<file path="src/hdl/cce_pkg.sv">
package cce_pkg;

  // address and id widths
  localparam int paddr_width  = 28;
  localparam int lce_id_width = 4;
  localparam int cce_id_width = 4;

  // request opcode field in the packed header
  localparam int msg_width = 2;

  // packed header is {msg, addr, lce_id, cce_id}
  localparam int header_width = msg_width + paddr_width + lce_id_width + cce_id_width;

  // header buffer depth
  localparam int header_els = 2;

  // LCE request opcodes
  typedef enum logic [msg_width-1:0] {
    e_req_rd
    , e_req_wr
    , e_req_uc_rd  // uncached read
    , e_req_uc_wr  // uncached write
  } req_msg_e;

  // memory command opcodes
  typedef enum logic {
    e_mem_rd
    , e_mem_wr
  } mem_cmd_e;

  // engine operating mode
  typedef enum logic {
    e_cce_mode_normal
    , e_cce_mode_uncached  // only uc requests allowed
  } cce_mode_e;

endpackage

</file>
<file path="src/hdl/cce_header_fifo.sv">
`timescale 1ns/1ns

module cce_header_fifo #(
  parameter int width_p = 8
) (
  input                      clk_i,
  input                      reset_i,

  // enqueue side
  input                      v_i,
  input        [width_p-1:0] data_i,
  output logic               ready_o,

  // dequeue side
  output logic               v_o,
  output logic [width_p-1:0] data_o,
  input                      yumi_i
);

  localparam int els       = cce_pkg::header_els;
  localparam int ptr_width = (els > 1) ? $clog2(els) : 1;

  logic [width_p-1:0]   mem_r [els];
  logic [ptr_width-1:0] rd_ptr_r, wr_ptr_r;
  logic                 last_wr_r;  // last pointer move was a write
  logic                 enq, deq;
  logic                 ptr_equal;

  assign ptr_equal = (rd_ptr_r == wr_ptr_r);

  // equal pointers are full after a write, empty after a read
  assign ready_o = ~(ptr_equal & last_wr_r);
  assign v_o     = ~(ptr_equal & ~last_wr_r);

  assign enq = v_i & ready_o;
  assign deq = yumi_i;

  assign data_o = mem_r[rd_ptr_r];

  always_ff @(posedge clk_i) begin
    if (reset_i) begin
      rd_ptr_r  <= '0;
      wr_ptr_r  <= '0;
      last_wr_r <= 1'b0;
    end else begin
      if (enq) begin
        wr_ptr_r <= (wr_ptr_r == ptr_width'(els - 1)) ? '0 : wr_ptr_r + 1'b1;
      end
      if (deq) begin
        rd_ptr_r <= (rd_ptr_r == ptr_width'(els - 1)) ? '0 : rd_ptr_r + 1'b1;
      end
      if (enq & ~deq) begin
        last_wr_r <= 1'b1;
      end else if (deq & ~enq) begin
        last_wr_r <= 1'b0;
      end
    end
  end

  // storage
  always_ff @(posedge clk_i) begin
    if (enq) begin
      mem_r[wr_ptr_r] <= data_i;
    end
  end

endmodule

</file>
<file path="src/hdl/cce_prog_pipe.sv">
`timescale 1ns/1ns

module cce_prog_pipe (
  input                                   clk_i,
  input                                   reset_i,

  // control
  input  cce_pkg::cce_mode_e              cce_mode_i,
  input  [cce_pkg::cce_id_width-1:0]      cce_id_i,

  // header buffer head
  input                                   hdr_v_i,
  input  cce_pkg::req_msg_e               hdr_msg_i,
  input  [cce_pkg::cce_id_width-1:0]      hdr_cce_id_i,
  output logic                            hdr_yumi_o,

  // status to coherent pipe
  output logic                            prog_v_o,
  output logic                            prog_status_o,  // 1 = okay, 0 = squash
  output logic                            empty_o,
  input                                   prog_yumi_i
);

  typedef enum logic [1:0] {
    e_reset
    , e_ready
    , e_send_status
  } state_e;

  state_e state_r, state_n;

  logic status_r, status_n;
  logic id_miss;
  logic cached_req;
  logic squash;

  // judge the head request
  assign id_miss    = (hdr_cce_id_i != cce_id_i);
  assign cached_req = (hdr_msg_i == cce_pkg::e_req_rd) | (hdr_msg_i == cce_pkg::e_req_wr);
  assign squash     = id_miss | ((cce_mode_i == cce_pkg::e_cce_mode_uncached) & cached_req);

  always_comb begin
    state_n    = state_r;
    status_n   = status_r;
    hdr_yumi_o = 1'b0;
    prog_v_o   = 1'b0;

    case (state_r)
      e_reset: begin
        state_n = e_ready;
      end

      e_ready: begin
        hdr_yumi_o = hdr_v_i;  // take head as soon as it shows
        if (hdr_v_i) begin
          status_n = ~squash;
          state_n  = e_send_status;
        end
      end

      e_send_status: begin
        prog_v_o = 1'b1;
        if (prog_yumi_i) begin
          state_n = e_ready;
        end
      end

      default: begin
        state_n = e_reset;
      end
    endcase
  end

  assign prog_status_o = status_r;

  // nothing buffered and nothing pending
  assign empty_o = ~hdr_v_i & (state_r != e_send_status);

  always_ff @(posedge clk_i) begin
    if (reset_i) begin
      state_r <= e_reset;
    end else begin
      state_r <= state_n;
    end
  end

  always_ff @(posedge clk_i) begin
    status_r <= status_n;
  end

endmodule

</file>
<file path="src/hdl/cce_coh_pipe.sv">
`timescale 1ns/1ns

module cce_coh_pipe (
  input                                   clk_i,
  input                                   reset_i,

  // header buffer head
  input                                   hdr_v_i,
  input  cce_pkg::req_msg_e               hdr_msg_i,
  input  [cce_pkg::paddr_width-1:0]       hdr_addr_i,
  input  [cce_pkg::lce_id_width-1:0]      hdr_lce_id_i,
  output logic                            hdr_yumi_o,

  // status from programmable pipe
  input                                   prog_v_i,
  input                                   prog_status_i,
  output logic                            prog_yumi_o,
  input                                   prog_empty_i,

  // memory command
  output logic                            mem_cmd_v_o,
  output cce_pkg::mem_cmd_e               mem_cmd_msg_o,
  output logic [cce_pkg::paddr_width-1:0] mem_cmd_addr_o,
  output logic [cce_pkg::lce_id_width-1:0] mem_cmd_lce_id_o,
  input                                   mem_cmd_yumi_i,

  output logic                            empty_o
);

  typedef enum logic {
    e_ready
    , e_send_cmd
  } state_e;

  state_e state_r, state_n;

  cce_pkg::mem_cmd_e                msg_r, msg_n;
  logic [cce_pkg::paddr_width-1:0]  addr_r, addr_n;
  logic [cce_pkg::lce_id_width-1:0] lce_id_r, lce_id_n;
  cce_pkg::mem_cmd_e                mem_op;
  logic                             pair_v;

  // header and its status are taken together
  assign pair_v = hdr_v_i & prog_v_i;

  // request opcode to memory opcode
  always_comb begin
    case (hdr_msg_i)
      cce_pkg::e_req_rd,
      cce_pkg::e_req_uc_rd: mem_op = cce_pkg::e_mem_rd;
      default:              mem_op = cce_pkg::e_mem_wr;
    endcase
  end

  always_comb begin
    state_n     = state_r;
    msg_n       = msg_r;
    addr_n      = addr_r;
    lce_id_n    = lce_id_r;
    hdr_yumi_o  = 1'b0;
    prog_yumi_o = 1'b0;
    mem_cmd_v_o = 1'b0;

    case (state_r)
      e_ready: begin
        hdr_yumi_o  = pair_v;
        prog_yumi_o = pair_v;
        if (pair_v & prog_status_i) begin
          msg_n    = mem_op;
          addr_n   = hdr_addr_i;
          lce_id_n = hdr_lce_id_i;
          state_n  = e_send_cmd;
        end
        // squashed request is simply dropped
      end

      e_send_cmd: begin
        mem_cmd_v_o = 1'b1;
        if (mem_cmd_yumi_i) begin
          state_n = e_ready;
        end
      end

      default: begin
        state_n = e_ready;
      end
    endcase
  end

  assign mem_cmd_msg_o    = msg_r;
  assign mem_cmd_addr_o   = addr_r;
  assign mem_cmd_lce_id_o = lce_id_r;

  // idle here and upstream
  assign empty_o = (state_r == e_ready) & ~hdr_v_i & prog_empty_i;

  always_ff @(posedge clk_i) begin
    if (reset_i) begin
      state_r <= e_ready;
    end else begin
      state_r <= state_n;
    end
  end

  // command fields, held while waiting on yumi
  always_ff @(posedge clk_i) begin
    msg_r    <= msg_n;
    addr_r   <= addr_n;
    lce_id_r <= lce_id_n;
  end

endmodule

</file>
<file path="src/hdl/cce_hybrid.sv">
`timescale 1ns/1ns

module cce_hybrid (
  input                                    clk_i,
  input                                    reset_i,

  // control
  input  cce_pkg::cce_mode_e               cce_mode_i,
  input  [cce_pkg::cce_id_width-1:0]       cce_id_i,

  // LCE request header
  input                                    lce_req_v_i,
  input  cce_pkg::req_msg_e                lce_req_msg_i,
  input  [cce_pkg::paddr_width-1:0]        lce_req_addr_i,
  input  [cce_pkg::lce_id_width-1:0]       lce_req_lce_id_i,
  input  [cce_pkg::cce_id_width-1:0]       lce_req_cce_id_i,
  output logic                             lce_req_ready_and_o,

  // memory command
  output logic                             mem_cmd_v_o,
  output cce_pkg::mem_cmd_e                mem_cmd_msg_o,
  output logic [cce_pkg::paddr_width-1:0]  mem_cmd_addr_o,
  output logic [cce_pkg::lce_id_width-1:0] mem_cmd_lce_id_o,
  input                                    mem_cmd_yumi_i,

  output logic                             empty_o
);

  // field offsets in the packed header
  localparam int cce_id_lsb = 0;
  localparam int lce_id_lsb = cce_id_lsb + cce_pkg::cce_id_width;
  localparam int addr_lsb   = lce_id_lsb + cce_pkg::lce_id_width;
  localparam int msg_lsb    = addr_lsb + cce_pkg::paddr_width;

  logic [cce_pkg::header_width-1:0] req_hdr;
  logic [cce_pkg::header_width-1:0] prog_hdr, coh_hdr;
  logic                             req_fire;
  logic                             prog_buf_ready, coh_buf_ready;
  logic                             prog_hdr_v, prog_hdr_yumi;
  logic                             coh_hdr_v, coh_hdr_yumi;
  logic                             prog_v, prog_status, prog_yumi, prog_empty;
  cce_pkg::req_msg_e                prog_hdr_msg, coh_hdr_msg;

  assign req_hdr = {lce_req_msg_i, lce_req_addr_i, lce_req_lce_id_i, lce_req_cce_id_i};

  // both copies written on the same transfer
  assign lce_req_ready_and_o = prog_buf_ready & coh_buf_ready;
  assign req_fire            = lce_req_v_i & lce_req_ready_and_o;

  cce_header_fifo #(.width_p(cce_pkg::header_width)) prog_hdr_buf (
    .clk_i   (clk_i),
    .reset_i (reset_i),
    .v_i     (req_fire),
    .data_i  (req_hdr),
    .ready_o (prog_buf_ready),
    .v_o     (prog_hdr_v),
    .data_o  (prog_hdr),
    .yumi_i  (prog_hdr_yumi)
  );

  cce_header_fifo #(.width_p(cce_pkg::header_width)) coh_hdr_buf (
    .clk_i   (clk_i),
    .reset_i (reset_i),
    .v_i     (req_fire),
    .data_i  (req_hdr),
    .ready_o (coh_buf_ready),
    .v_o     (coh_hdr_v),
    .data_o  (coh_hdr),
    .yumi_i  (coh_hdr_yumi)
  );

  assign prog_hdr_msg = cce_pkg::req_msg_e'(prog_hdr[msg_lsb +: cce_pkg::msg_width]);
  assign coh_hdr_msg  = cce_pkg::req_msg_e'(coh_hdr[msg_lsb +: cce_pkg::msg_width]);

  cce_prog_pipe u_prog_pipe (
    .clk_i         (clk_i),
    .reset_i       (reset_i),
    .cce_mode_i    (cce_mode_i),
    .cce_id_i      (cce_id_i),
    .hdr_v_i       (prog_hdr_v),
    .hdr_msg_i     (prog_hdr_msg),
    .hdr_cce_id_i  (prog_hdr[cce_id_lsb +: cce_pkg::cce_id_width]),
    .hdr_yumi_o    (prog_hdr_yumi),
    .prog_v_o      (prog_v),
    .prog_status_o (prog_status),
    .empty_o       (prog_empty),
    .prog_yumi_i   (prog_yumi)
  );

  cce_coh_pipe u_coh_pipe (
    .clk_i            (clk_i),
    .reset_i          (reset_i),
    .hdr_v_i          (coh_hdr_v),
    .hdr_msg_i        (coh_hdr_msg),
    .hdr_addr_i       (coh_hdr[addr_lsb +: cce_pkg::paddr_width]),
    .hdr_lce_id_i     (coh_hdr[lce_id_lsb +: cce_pkg::lce_id_width]),
    .hdr_yumi_o       (coh_hdr_yumi),
    .prog_v_i         (prog_v),
    .prog_status_i    (prog_status),
    .prog_yumi_o      (prog_yumi),
    .prog_empty_i     (prog_empty),
    .mem_cmd_v_o      (mem_cmd_v_o),
    .mem_cmd_msg_o    (mem_cmd_msg_o),
    .mem_cmd_addr_o   (mem_cmd_addr_o),
    .mem_cmd_lce_id_o (mem_cmd_lce_id_o),
    .mem_cmd_yumi_i   (mem_cmd_yumi_i),
    .empty_o          (empty_o)  // covers the prog pipe too
  );

endmodule

</file>
<file path="config.mk">
export PLATFORM = sky130hd
export DESIGN_NAME = cce_hybrid
export DESIGN_NICKNAME = d
export VERILOG_FILES = /design/src/hdl/cce_pkg.sv /design/src/hdl/cce_header_fifo.sv /design/src/hdl/cce_prog_pipe.sv /design/src/hdl/cce_coh_pipe.sv /design/src/hdl/cce_hybrid.sv
export SDC_FILE = /design/constraint.sdc
export NUM_CORES = 1
export LEC_CHECK = 0
export ABC_AREA = 0
export BUFFER_PORTS_ARGS = -buffer_cell sky130_fd_sc_hd__buf_2
export CORE_MARGIN = 3
export CORE_UTILIZATION = 50
export CTS_CLUSTER_DIAMETER = 120
export CTS_CLUSTER_SIZE = 16
export DETAILED_ROUTE_END_ITERATION = 7
export GPL_ROUTABILITY_DRIVEN = 0
export PLACE_DENSITY = 0.7
export SYNTH_ARGS = -nofsm -noshare
export SYNTH_HDL_FRONTEND = slang
export SYNTH_HIERARCHICAL = 1
export SYNTH_SLANG_ARGS = --single-unit
</file>
<file path="constraint.sdc">
create_clock -name clk_i -period 6 [get_ports clk_i]
set_clock_uncertainty 0.2 [all_clocks]
set_input_delay 0 -clock clk_i [delete_from_list [all_inputs] [get_ports clk_i]]
set_output_delay 0 -clock clk_i [all_outputs]
set_load 0.05 [all_outputs]
</file>
==> impl.org, run 1 <==
** Timing
- Headroom to the max-slew limit came out at between 30% and 40%.
- Pins over their slew limit :: 0
- Highest attainable clock frequency :: 375.0 MHz
- Unrepaired setup endpoints after global routing :: no
- Total negative slack for setup checks :: 0 ps
- The worst path uses ~44% of the clock period.
- Final Critical Period :: 2667 ps
- Final hold vios :: 0
- Total setup violations reported at the end of the flow :: 0
- For the pin with the worst max-slew slack, the measured transition is 993.0 ps.

** Finish
- Multi-input gate area :: 882.1 um^2
- Core utilization of the finished layout :: between 70% and 80%
- Storage cell area :: between 0.003 and 0.004 mm^2
- At the end of the flow, the number of nets in the layout was around 430.
- Cells with a size suffix above 1 make up 39.90% of the layout.
- Area added between synthesis and finish :: 37.24%
- The number of antenna diodes in the final layout is 0.
- Filler Cell Count :: 500

** Hold path
- The tightest min-delay check is of the primary input to register type.
- Number of cells traversed by the worst hold path :: 2
- The path with the worst hold slack has its endpoint at coh_hdr_buf/mem_r[0][7].
- Startpoint of the tightest hold check path :: lce_req_lce_id_i[3]

** Detailed routing
- Starting DRT DRC Count :: 121
- Post-route DRC violation count :: 0
- The pre-antenna-repair detailed-routing pass consisted of 4 iterations.
- Antenna-violating nets left :: 0
- Final wirelength :: about 7400 um
- Detail-routed via count per cell :: 4.863
- In the final routed layout, each cell accounts on average for roughly 15 um.
- For this block, the via count after detailed routing is 2412.

** Run
- Max-cap violations in this run came to 0.

** GRT
- Most Used Layer, Global Route :: met2
- Initial antenna violation count :: 0
- Entering global routing, the biggest net connects 34 pins.
- For this run, global-route usage on met2 was measured as 26.48%.
- Overall routing resource usage :: 15.71%
- The via count of the first global-routing pass was 2457.
- For met3 alone, demand over resource in global routing was under 10%.
- Met1 Track Usage GR :: 18.18%
- The first global-routing pass estimated approximately 12000 um of wire.
- The total overflow left after global routing is 0.

** Setup path
- In this run the register-to-register setup slack is approximately 3300 ps.
- Chain of cells forming the critical path :: mux2_4 > xnor2_1 > o21ai_1 > dlygate4sd3_1 > nor4_2 > dlygate4sd3_1
- Cell depth of the worst flop-to-flop path :: 6
- Startpoint type of the worst setup path :: register
- Critical Setup Path Class :: register to register
- Crit-path most repeated cell :: sky130_fd_sc_hd__dlygate4sd3_1
- STA puts the critical path data required time at 6170 ps.
- Along the worst path, the maximum fanout reaches 5.
- Data arrival time at the worst-slack endpoint :: 2840 ps
- Endpoint of the most critical register-to-register path :: u_prog_pipe/prog_status_o
- Crit path largest cell delay :: just under 600 ps
- The worst setup path is captured at a register.
- Among all stages on the critical path, the largest delay is contributed by sky130_fd_sc_hd__dlygate4sd3_1.

** Floorplanning
- The floorplan step defined a die boundary enclosing 0.01016 mm^2.
- Die span in x :: approximately 100 um
- Overall die height :: 100.8 um
- After floorplanning, the core was divided into 33 placement rows.
- The region available for standard cell placement spans 0.008464 mm^2.
- For this design the top-level I/O count stands at 83.
- Initial core utilization :: 53.11%

** Placed design
- In this run the tool buffered the top-level ports with 82 buffer cells.
- Once detailed placement completed, the half-perimeter wirelength came to 4277 um.

** Power
- Reg power frac :: 42.9%
- Leakage power of the design :: 2.354 nW
- The share of total power dissipated in the clock network is 39.2%.
- Net switching power :: between 0.0006 and 0.0007 W
- Combinational cells account for 17.9% of the total power.
- Switching power share of the total :: 24.35%
- Cell-internal power :: 0.002108 W
- Power per standard cell area :: 451.7 mW/mm^2
- Worst ir drop on vdd :: 0.3285 mV

** Logic synthesis
- For this run, the number of Yosys warnings is 6.
- The average instance in the mapped netlist occupies 19.55 um^2.
- Synthesis produced a netlist whose cell count is 230.
- Post-synth net total :: 279
- The cell area that synthesis handed to floorplanning was between 0.004 and 0.005 mm^2.

** Clocking
- The H-tree was split into 4 levels.
- Sinks on the clock net :: around 120
- Clock-pin slew was measured on the worst setup and hold paths at around 60 ps.
- Number of buffers on the longest clock path :: 2
- TritonCTS built the clock tree.
- Number of post-CTS setup repair buffers :: 0
- The later pin in the worst-skew pair is clocked with a latency of 500 ps.
- Number of CTS-inserted buffers :: 17
- Clock root buffer :: sky130_fd_sc_hd__clkbuf_8

** Status
- The flow ran to the end, and the final reports show no timing, DRC or antenna violations.
-- routing by layer --
metal / vias up / wire, um
met3: 11 / 444
met1: 1151 / 3101
met2: 82 / 3824
met5: - / 0
met4: 0 / 78
li1: 1168 / -
-- layout by cell type, fill, tap and decap left out, types with 2 or more instances in the layout --
cell and n:
sky130_fd_sc_hd__a21boi_0 2, sky130_fd_sc_hd__a21oi_1 3, sky130_fd_sc_hd__a311oi_1 2, sky130_fd_sc_hd__and3_1 2, sky130_fd_sc_hd__buf_2 82, sky130_fd_sc_hd__buf_4 2, sky130_fd_sc_hd__bufinv_16 6, sky130_fd_sc_hd__clkbuf_1 2
sky130_fd_sc_hd__clkbuf_16 16, sky130_fd_sc_hd__clkinv_2 2, sky130_fd_sc_hd__clkinvlp_4 3, sky130_fd_sc_hd__dfxtp_1 10, sky130_fd_sc_hd__dlygate4sd3_1 54, sky130_fd_sc_hd__edfxtp_1 110, sky130_fd_sc_hd__ha_1 2, sky130_fd_sc_hd__inv_1 5
sky130_fd_sc_hd__mux2_2 18, sky130_fd_sc_hd__mux2_4 20, sky130_fd_sc_hd__mux2i_1 2, sky130_fd_sc_hd__nand2_1 6, sky130_fd_sc_hd__nand2b_1 3, sky130_fd_sc_hd__nor2_1 12, sky130_fd_sc_hd__nor2b_1 3, sky130_fd_sc_hd__nor3b_1 2
sky130_fd_sc_hd__or2_1 2, sky130_fd_sc_hd__xnor2_1 5, sky130_fd_sc_hd__xor2_1 3
-- repair_timing --
item | in CTS | in global routing
gates resized for setup | 0 | 0
hold buffers | 54 | 0
hold endpoints to repair | 88 | 0
-- metrics by stage --
stage / cell area (um^2) / total power (W) / setup slack (ps) / cells / hold WS [ps]
2_1_floorplan: 4496 / 0.001576 / 2014 / 230 / -130.9
3_3_place_gp: 4982 / 0.001663 / 3746 / 410 / -10.38
3_5_place_dp: 4982 / 0.001681 / 3699 / 410 / -8.941
4_1_cts: 6170 / 0.002813 / 3335 / 496 / 2.653
5_1_grt: 6170 / 0.002906 / 3248 / 496 / 12.28
6_report: 6170 / 0.002787 / 3333 / 496 / 24.81
-- worst max-delay path by stage --
stage | depth (start not counted) | end | startpoint
floorplan | 4 | coh_hdr_buf/mem_r[0][10] | prog_hdr_buf/rd_ptr_r
global placement | 4 | coh_hdr_buf/mem_r[1][10] | coh_hdr_buf/wr_ptr_r
detailed placement | 4 | coh_hdr_buf/mem_r[1][7] | coh_hdr_buf/wr_ptr_r
CTS | 6 | u_prog_pipe/prog_status_o | register
global route | 6 | u_prog_pipe/prog_status_o | register
finish | 6 | u_prog_pipe/prog_status_o | register
-- critical path, delay by kind of cell (launching register included) --
| family | cells | cell delay [ps] |
|---|---|---|
| muxes | 1 | 340 |
| AOI/OAI and AO/OA | 1 | 90 |
| and+or+nand+nor | 1 | 140 |
| xor gates and xnor gates | 1 | 140 |
| DFF | 1 | 470 |
| buffers and inverters | 2 | 1150 |
-- sequential cells by signal (all words and copies together) (netlist names), named ones only --
name,count
coh_hdr_buf/last_wr_r,1
coh_hdr_buf/mem_r,66
coh_hdr_buf/rd_ptr_r,1
coh_hdr_buf/wr_ptr_r,1
prog_hdr_buf/last_wr_r,1
prog_hdr_buf/mem_r,10
prog_hdr_buf/rd_ptr_r,1
prog_hdr_buf/wr_ptr_r,1
u_coh_pipe/mem_cmd_addr_o,28
u_coh_pipe/mem_cmd_lce_id_o,4
u_coh_pipe/mem_cmd_msg_o,1
u_coh_pipe/state_r,1
u_prog_pipe/prog_status_o,1
u_prog_pipe/state_r,2
-- power by group through the flow --
stage	clock [W]	sequential [W]	combinational [W]
after floorplan	0	0.00122	0.000357
after detailed placement	0	0.00121	0.000469
final	0.00109	0.00120	0.000499
after global routing	0.00115	0.00121	0.000545
after CTS	0.00111	0.00120	0.000504
after global placement	0	0.00120	0.000462
-- cell type report --
cell class	count	share of cell area, %
clock buffers	19	6.834
clock inverters	13	3.650
inverters	5	0.3042
multi-input cells	95	14.30
flip-flops and latches	121	57.13
well taps	105	2.129
repair buffers	138	15.66
No activity file was read; power rests on OpenSTA's default activity.
==> run 2: changes to the inputs <==
Settings changed: PLACE_DENSITY 0.7 to 0.73.
Clock period 6 ns to 2.3 ns, I/O delays scaled along.
==> run 2 against run 1 <==
  * Via count grew 3.0%
  * Global-route usage rose by 1.9 points
  * Count of clock-buffer cells in the layout is 1 lower
==> impl.org, run 2 (synthesis gave the netlist of run 1 again) <==
** Clocking
- The H-tree was split into 4 levels.
- Counting along the longest clock path gives a buffer depth of 2.
- Buffers inserted during clock tree synthesis total 17.
- CTS placed an instance of sky130_fd_sc_hd__clkbuf_8 at the clock tree root.
- Reg clk slew, reported paths :: 60 ps
- CTS tree :: built
- Sinks on the clock net :: 121
- Worst-skew pair later-pin latency :: 500 ps

** Timing
- Slew at the pin closest to its max-slew limit :: between 300 and 400 ps
- Unrepaired setup endpoints after global routing :: no
- Worst path setup slack after routing :: 178.2 ps
- Final hold vios :: 0
- After routing, the total negative slack on setup checks comes to 0 ps.
- Final Critical Period :: 2122 ps
- Highest attainable clock frequency :: 471.3 MHz
- Worst slew margin :: between 70% and 80%
- Final worst path period share :: 92.25%
- Total setup violations reported at the end of the flow :: 0
- The count of final max-slew check failures came to 0.

** Finish
- Across the whole layout, storage elements account for about 0.0035 mm^2.
- Multi-input gate area :: 900.9 um^2
- The library cell used most frequently in the layout, excluding fill and tap cells, is sky130_fd_sc_hd__edfxtp_1.
- Register bank with the most flops :: coh_hdr_buf/mem_r
- Fraction of final layout cells with drive strength greater than 1 :: 42.24%
- Core utilization of the finished layout :: 74.09%
- Largest register FFs :: 66
- The final layout contains 430 nets.
- The library cells used most frequently in the layout, excluding fill and tap cells, are sky130_fd_sc_hd__edfxtp_1, sky130_fd_sc_hd__buf_2, sky130_fd_sc_hd__dlygate4sd3_1, sky130_fd_sc_hd__mux2_4, sky130_fd_sc_hd__mux2_2.
- The repair_antennas step left the layout with diodes totalling 0.
- Fill cells in the final layout number 491.
- Non-filler cells in the finished layout :: 498
- Relative to the synthesized area, the layout overhead comes to 39.49%.
- Final cell area excluding filler cells :: 0.006271 mm^2

** Floorplanning
- Die area :: between 0.01 and 0.015 mm^2
- For this design the top-level I/O count stands at 83.
- The floorplan has 33 rows.
- Overall die height :: roughly 100 um
- Die span in x :: between 100 and 150 um
- For this configuration, the core starts out at a cell density of 53.11%.
- The core region is 0.008464 mm^2.

** Power
- For this design the ratio of total power to cell area is 1195 mW/mm^2.
- Worst ir drop on vdd :: 1.060 mV
- Leakage power of the design :: 2.399 nW

** Setup path
- The worst setup path is captured at a register.
- The worst setup path is launched from a register.
- Data required, critical path :: 2400 ps
- Cell depth of the worst flop-to-flop path :: 5
- The worst setup path is of the register to register kind.
- Data arrival time at the worst-slack endpoint :: 2220 ps
- Of all nets on the critical path, the largest fanout is 5.

** Detailed routing
- Post-route DRC violation count :: 0
- Starting DRT DRC Count :: 106
- The routed layout has 2485 vias.
- Dividing the detail-routed wire length by the instance count gives between 15 and 20 um.
- Antenna-violating nets left :: 0
- After detailed routing, the number of vias per cell comes to 4.990.
- Final wirelength :: slightly above 8000 um
- Detailed Routing Iterations Pass 1 :: 4

** GRT
- Across every metal layer, demand over resource in global routing totals between 10% and 20%.
- Met1 Track Usage GR :: around 20%
- Remaining Overflow, GRT :: 0
- Entering global routing, the biggest net connects 34 pins.
- Global-route wire length before repair :: 12980 um
- Met3 track demand over resource :: 4.983%
- The via count of the first global-routing pass came to 2642.
- The initial antenna violation count came to 0.
- Most Used Layer, Global Route :: met2
- In the global route stage, met2 resource usage came out at slightly above 30%.

** Placed design
- HPWL after detailed placement :: between 4000 and 5000 um
- IO buf count :: 82
- Placed cell count :: 414
- Before CTS, the worst setup slack after placement is 395.3 ps.
- After detailed placement, the total cell area comes to roughly 0.005 mm^2.

** Status
- The run finished with clean final reports.

** Run
- Across the run, the number of max-cap violations was 0.

** Hold path
- The worst hold path belongs to the class primary input to register.
- The worst hold path was traced through 2 stages.
==> run 2: changes by cell type in the layout (fill, tap and decap cells not counted), sizes merged <==
cell / before / now
buf: 84 / 88
clkinvlp: 3 / 1
bufinv: 6 / 7
clkbuf: 19 / 18
dlygate4sd3: 54 / 53
inv: 5 / 6
==> run 2: metal layers <==
metal | wire [um] | vias up
met5 | 0 | -
met4 | 115 | 0
met3 | 489 | 9
met2 | 4295 | 94
met1 | 3295 | 1205
li1 | - | 1177
==> run 2: repair_timing <==
action,CTS,global route
buffers inserted,0,0
endpoints found under the setup margin,0,1
endpoints found under the hold margin,88,0
resized for setup,0,1
hold buffers,53,0
==> run 2: worst max-delay path, stage by stage (launching register included) <==
cell and delay [ps]:
sky130_fd_sc_hd__dfxtp_2 400, sky130_fd_sc_hd__mux2_4 320, sky130_fd_sc_hd__xnor2_1 140, sky130_fd_sc_hd__o21ai_1 80, sky130_fd_sc_hd__dlygate4sd3_1 570, sky130_fd_sc_hd__nor4_2 210
==> run 2: layout make-up <==
class                      instances  share of cell area [%]
timing repair buffer             141                   16.32
sequential                       121                   56.29
clock buffer                      18                   6.664
multi-input combinational         95                   14.37
tap                              105                   2.095
clock inverter                    13                   3.970
inverter                           5                  0.2993
==> run 2: power by group <==
group	total [W]	internal [W]	switching, W
combinational	0.00141	0.000653	0.000756
sequential	0.00311	0.00294	0.000172
clock	0.00297	0.00208	0.000892
==> run 2: final timing paths <==
check / end / slack (ps) / from
max: u_prog_pipe/prog_status_o / 180 / register
min: coh_hdr_buf/mem_r[1][5] / 20 / lce_req_lce_id_i[1]
max reg2reg: u_prog_pipe/prog_status_o / 180 / register
min reg2reg: coh_hdr_buf/wr_ptr_r / 350 / coh_hdr_buf/wr_ptr_r
==> run 2: through the flow <==
step | hold slack [ps] | total power (W)
after floorplan | -135.3 | 0.004135
after global placement | -11.69 | 0.004425
after detailed placement | -8.406 | 0.004479
after CTS | 1.043 | 0.007542
after global routing | 11.95 | 0.007808
final | 23.79 | 0.007492
==> run 3: changes to the inputs <==
Settings changed: CORE_MARGIN 3 to not set.
==> run 3 against run 2 <==
  * Register-to-register slack worse by 40 ps
  * Fmax is 1.7% lower
  * Sequential power hardly changed
  * Power is 4.7% lower
==> impl.org, run 3 (synthesis gave the netlist of run 1 again) <==
** Floorplanning
- Placeable core region :: between 0.008 and 0.009 mm^2
- The floorplan step defined a die boundary enclosing approximately 0.0094 mm^2.
- Once the floorplan was initialized, standard cells occupied 51.55% of the core.
- During I/O placement, the number of pins put on the boundary was 83.
- Number of cell rows :: 34
- Overall die height :: 96.82 um
- Die span in x :: 96.82 um

** Clocking
- In this run the deepest clock path goes through 2 buffers.
- Clock tree synthesis found a total of 121 sinks.
- CTS tree :: built
- Number of CTS-inserted buffers :: 17
- Post_cts resized :: 0
- Reg clk slew, reported paths :: 60 ps
- The tree is rooted in a sky130_fd_sc_hd__clkbuf_8.
- CTS built an H-tree with a depth of 4.
- Clock latency on the worst-skew pair, taken at its later pin, is ~500 ps.

** Timing
- The worst path needs 2159 ps of the cycle, external delays included.
- In the finished design, the share of the clock period the worst path needs comes to 93.87%.
- Setup violations remaining at the end of the flow were counted as 0.
- Hold is met by around 23 ps.
- Worst slew margin :: 79.53%
- Pins over their slew limit :: 0
- Highest attainable clock frequency :: roughly 460 MHz
- Setup repair after global routing left no endpoint under its margin.
- The final count of hold timing violations was 0.
- Slew at the pin closest to its max-slew limit :: 306.0 ps
- Total negative slack for setup checks :: 0 ps

** Detailed routing
- Per-cell routed wire length :: approximately 15 um
- Via total after detailed routing :: 2441
- Dividing the detail-routed via count by the number of cells gives 4.834.
- The first routing iteration left a little over 100 violations.
- Post-route DRC violation count :: 0
- Summed over all layers, the routed wires come to 7801 um.
- Antenna-violating nets left :: 0
- Detailed Routing Iterations Pass 1 :: 5

** GRT
- Entering global routing, the biggest net connects 34 pins.
- Remaining Overflow, GRT :: 0
- The first global-routing pass estimated 12290 um of wire.
- Overall routing resource usage :: 17.97%
- Initial antenna violation count :: 0
- Number of global-route vias before repair :: 2475

** Setup path
- The worst setup path is launched from a register.
- Largest fanout on the critical path :: 5
- At the worst endpoint, the required time is 2410 ps.
- Endpoint class of the critical path :: register
- Data arrival time at the worst-slack endpoint :: approximately 2300 ps
- The largest individual stage delay along the critical path comes from the cell sky130_fd_sc_hd__dlygate4sd3_1.
- Crit path largest cell delay :: 570 ps
- Walking the worst path, the cells encountered are mux2_4 > xnor2_1 > o21ai_1 > dlygate4sd3_1 > nor4_2.
- Critical Setup Path Class :: register to register

** Run
- Max-cap violations in this run came to 0.

** Finish
- Largest register FFs :: 66
- Area added between synthesis and finish :: 39.08%
- The count of cells in the finished layout, fillers not included, comes to ~500.
- The library cells used most frequently in the layout, excluding fill and tap cells, are sky130_fd_sc_hd__edfxtp_1, sky130_fd_sc_hd__buf_2, sky130_fd_sc_hd__dlygate4sd3_1, sky130_fd_sc_hd__mux2_4, sky130_fd_sc_hd__mux2_2.
- Antenna cell count :: 0
- The library cell used most frequently in the layout, excluding fill and tap cells, is sky130_fd_sc_hd__edfxtp_1.
- Core utilization of the finished layout :: 71.69%
- Final cell area excluding filler cells :: 0.006252 mm^2
- Count of nets after finishing :: 434
- Cells with a size suffix above 1 make up 41.81% of the layout.
- coh_hdr_buf/mem_r holds more flip-flops than any other register.
- After filler insertion, the fill cell instance count of the layout stands at 548.

** Power
- Cell-internal power :: 0.005266 W
- The clock network burns 36.2% of the power.
- Of the total power, the share spent switching nets is 26.22%.
- Power spread over the standard cell area amounts to 1141 mW/mm^2.
- In this run the static leakage power is 2.381 nW.
- Registers are responsible for 43.4% of the overall power.
- Worst ir drop on vdd :: about 0.64 mV
- Net switching power :: 0.001871 W
- Combinational power share :: 20.4%

** Status
- Result of the run :: complete, no violations

** Hold path
- The tightest min-delay check is of the primary input to register type.

** Placed design
- Detailed placement ended at an HPWL of 4224 um.
- Input and output buffers added on the ports amount to 82.
- Once placement finished, the instance area stood at a little over 0.005 mm^2.
- In this run, placement finished with an instance count of 416.
run 3: path summary, 6_finish.rpt:
path,endpoint,cells after the start,from,slack (ps)
setup / recovery,u_prog_pipe/prog_status_o,5,register,140
hold / removal,coh_hdr_buf/mem_r[1][11],2,lce_req_addr_i[3],20
setup reg to reg,u_prog_pipe/prog_status_o,5,register,140
hold reg to reg,u_coh_pipe/mem_cmd_addr_o[22],1,coh_hdr_buf/mem_r[0][30],340
run 3: cell type report:
| type | instances | area [um^2] | share of cell area, % |
|---|---|---|---|
| multi-input cells | 95 | 900.9 | 14.41 |
| clock buffers | 17 | 414.1 | 6.624 |
| repair buffers | 145 | 1079 | 17.25 |
| clock inverters | 14 | 176.4 | 2.822 |
| flip-flops and latches | 121 | 3528 | 56.43 |
| well taps | 108 | 135.1 | 2.161 |
| inverters | 5 | 18.77 | 0.3002 |
run 3: through the flow:
step	setup WS (ps)	power, W
6_report	140.9	0.007137
5_1_grt	20.10	0.007457
2_1_floorplan	2.886	0.004135
3_3_place_gp	481.0	0.004438
4_1_cts	104.7	0.007179
3_5_place_dp	392.2	0.004496
run 3: timing repair:
item / CTS / global route
endpoints found under the hold margin: 88 / 0
hold buffers: 58 / 0
buffers inserted: 0 / 0
run 3: power groups by stage:
stage	Sequential (W)	Clock [W]	Combinational, W
finish	0.00309	0.00259	0.00146
global route	0.00313	0.00275	0.00158
CTS	0.00309	0.00262	0.00146
detailed placement	0.00313	0	0.00136
global placement	0.00311	0	0.00133
floorplan	0.00318	0	0.000959
run 3: layer usage:
metal	GRT usage [%]	share of wire, %	vias up
met5	0	0	-
met4	6.889	1.0	0
met3	7.225	4.9	9
met2	30.39	53	70
met1	20.40	41	1179
li1	-	-	1183
run 3: worst max-delay path: cells and delay by family (launching register included):
| family | cells | cell delay, ps |
|---|---|---|
| compound gates | 1 | 70 |
| xor+xnor | 1 | 130 |
| buf+inv | 1 | 570 |
| flops | 1 | 460 |
| mux | 1 | 330 |
| simple gates | 1 | 200 |
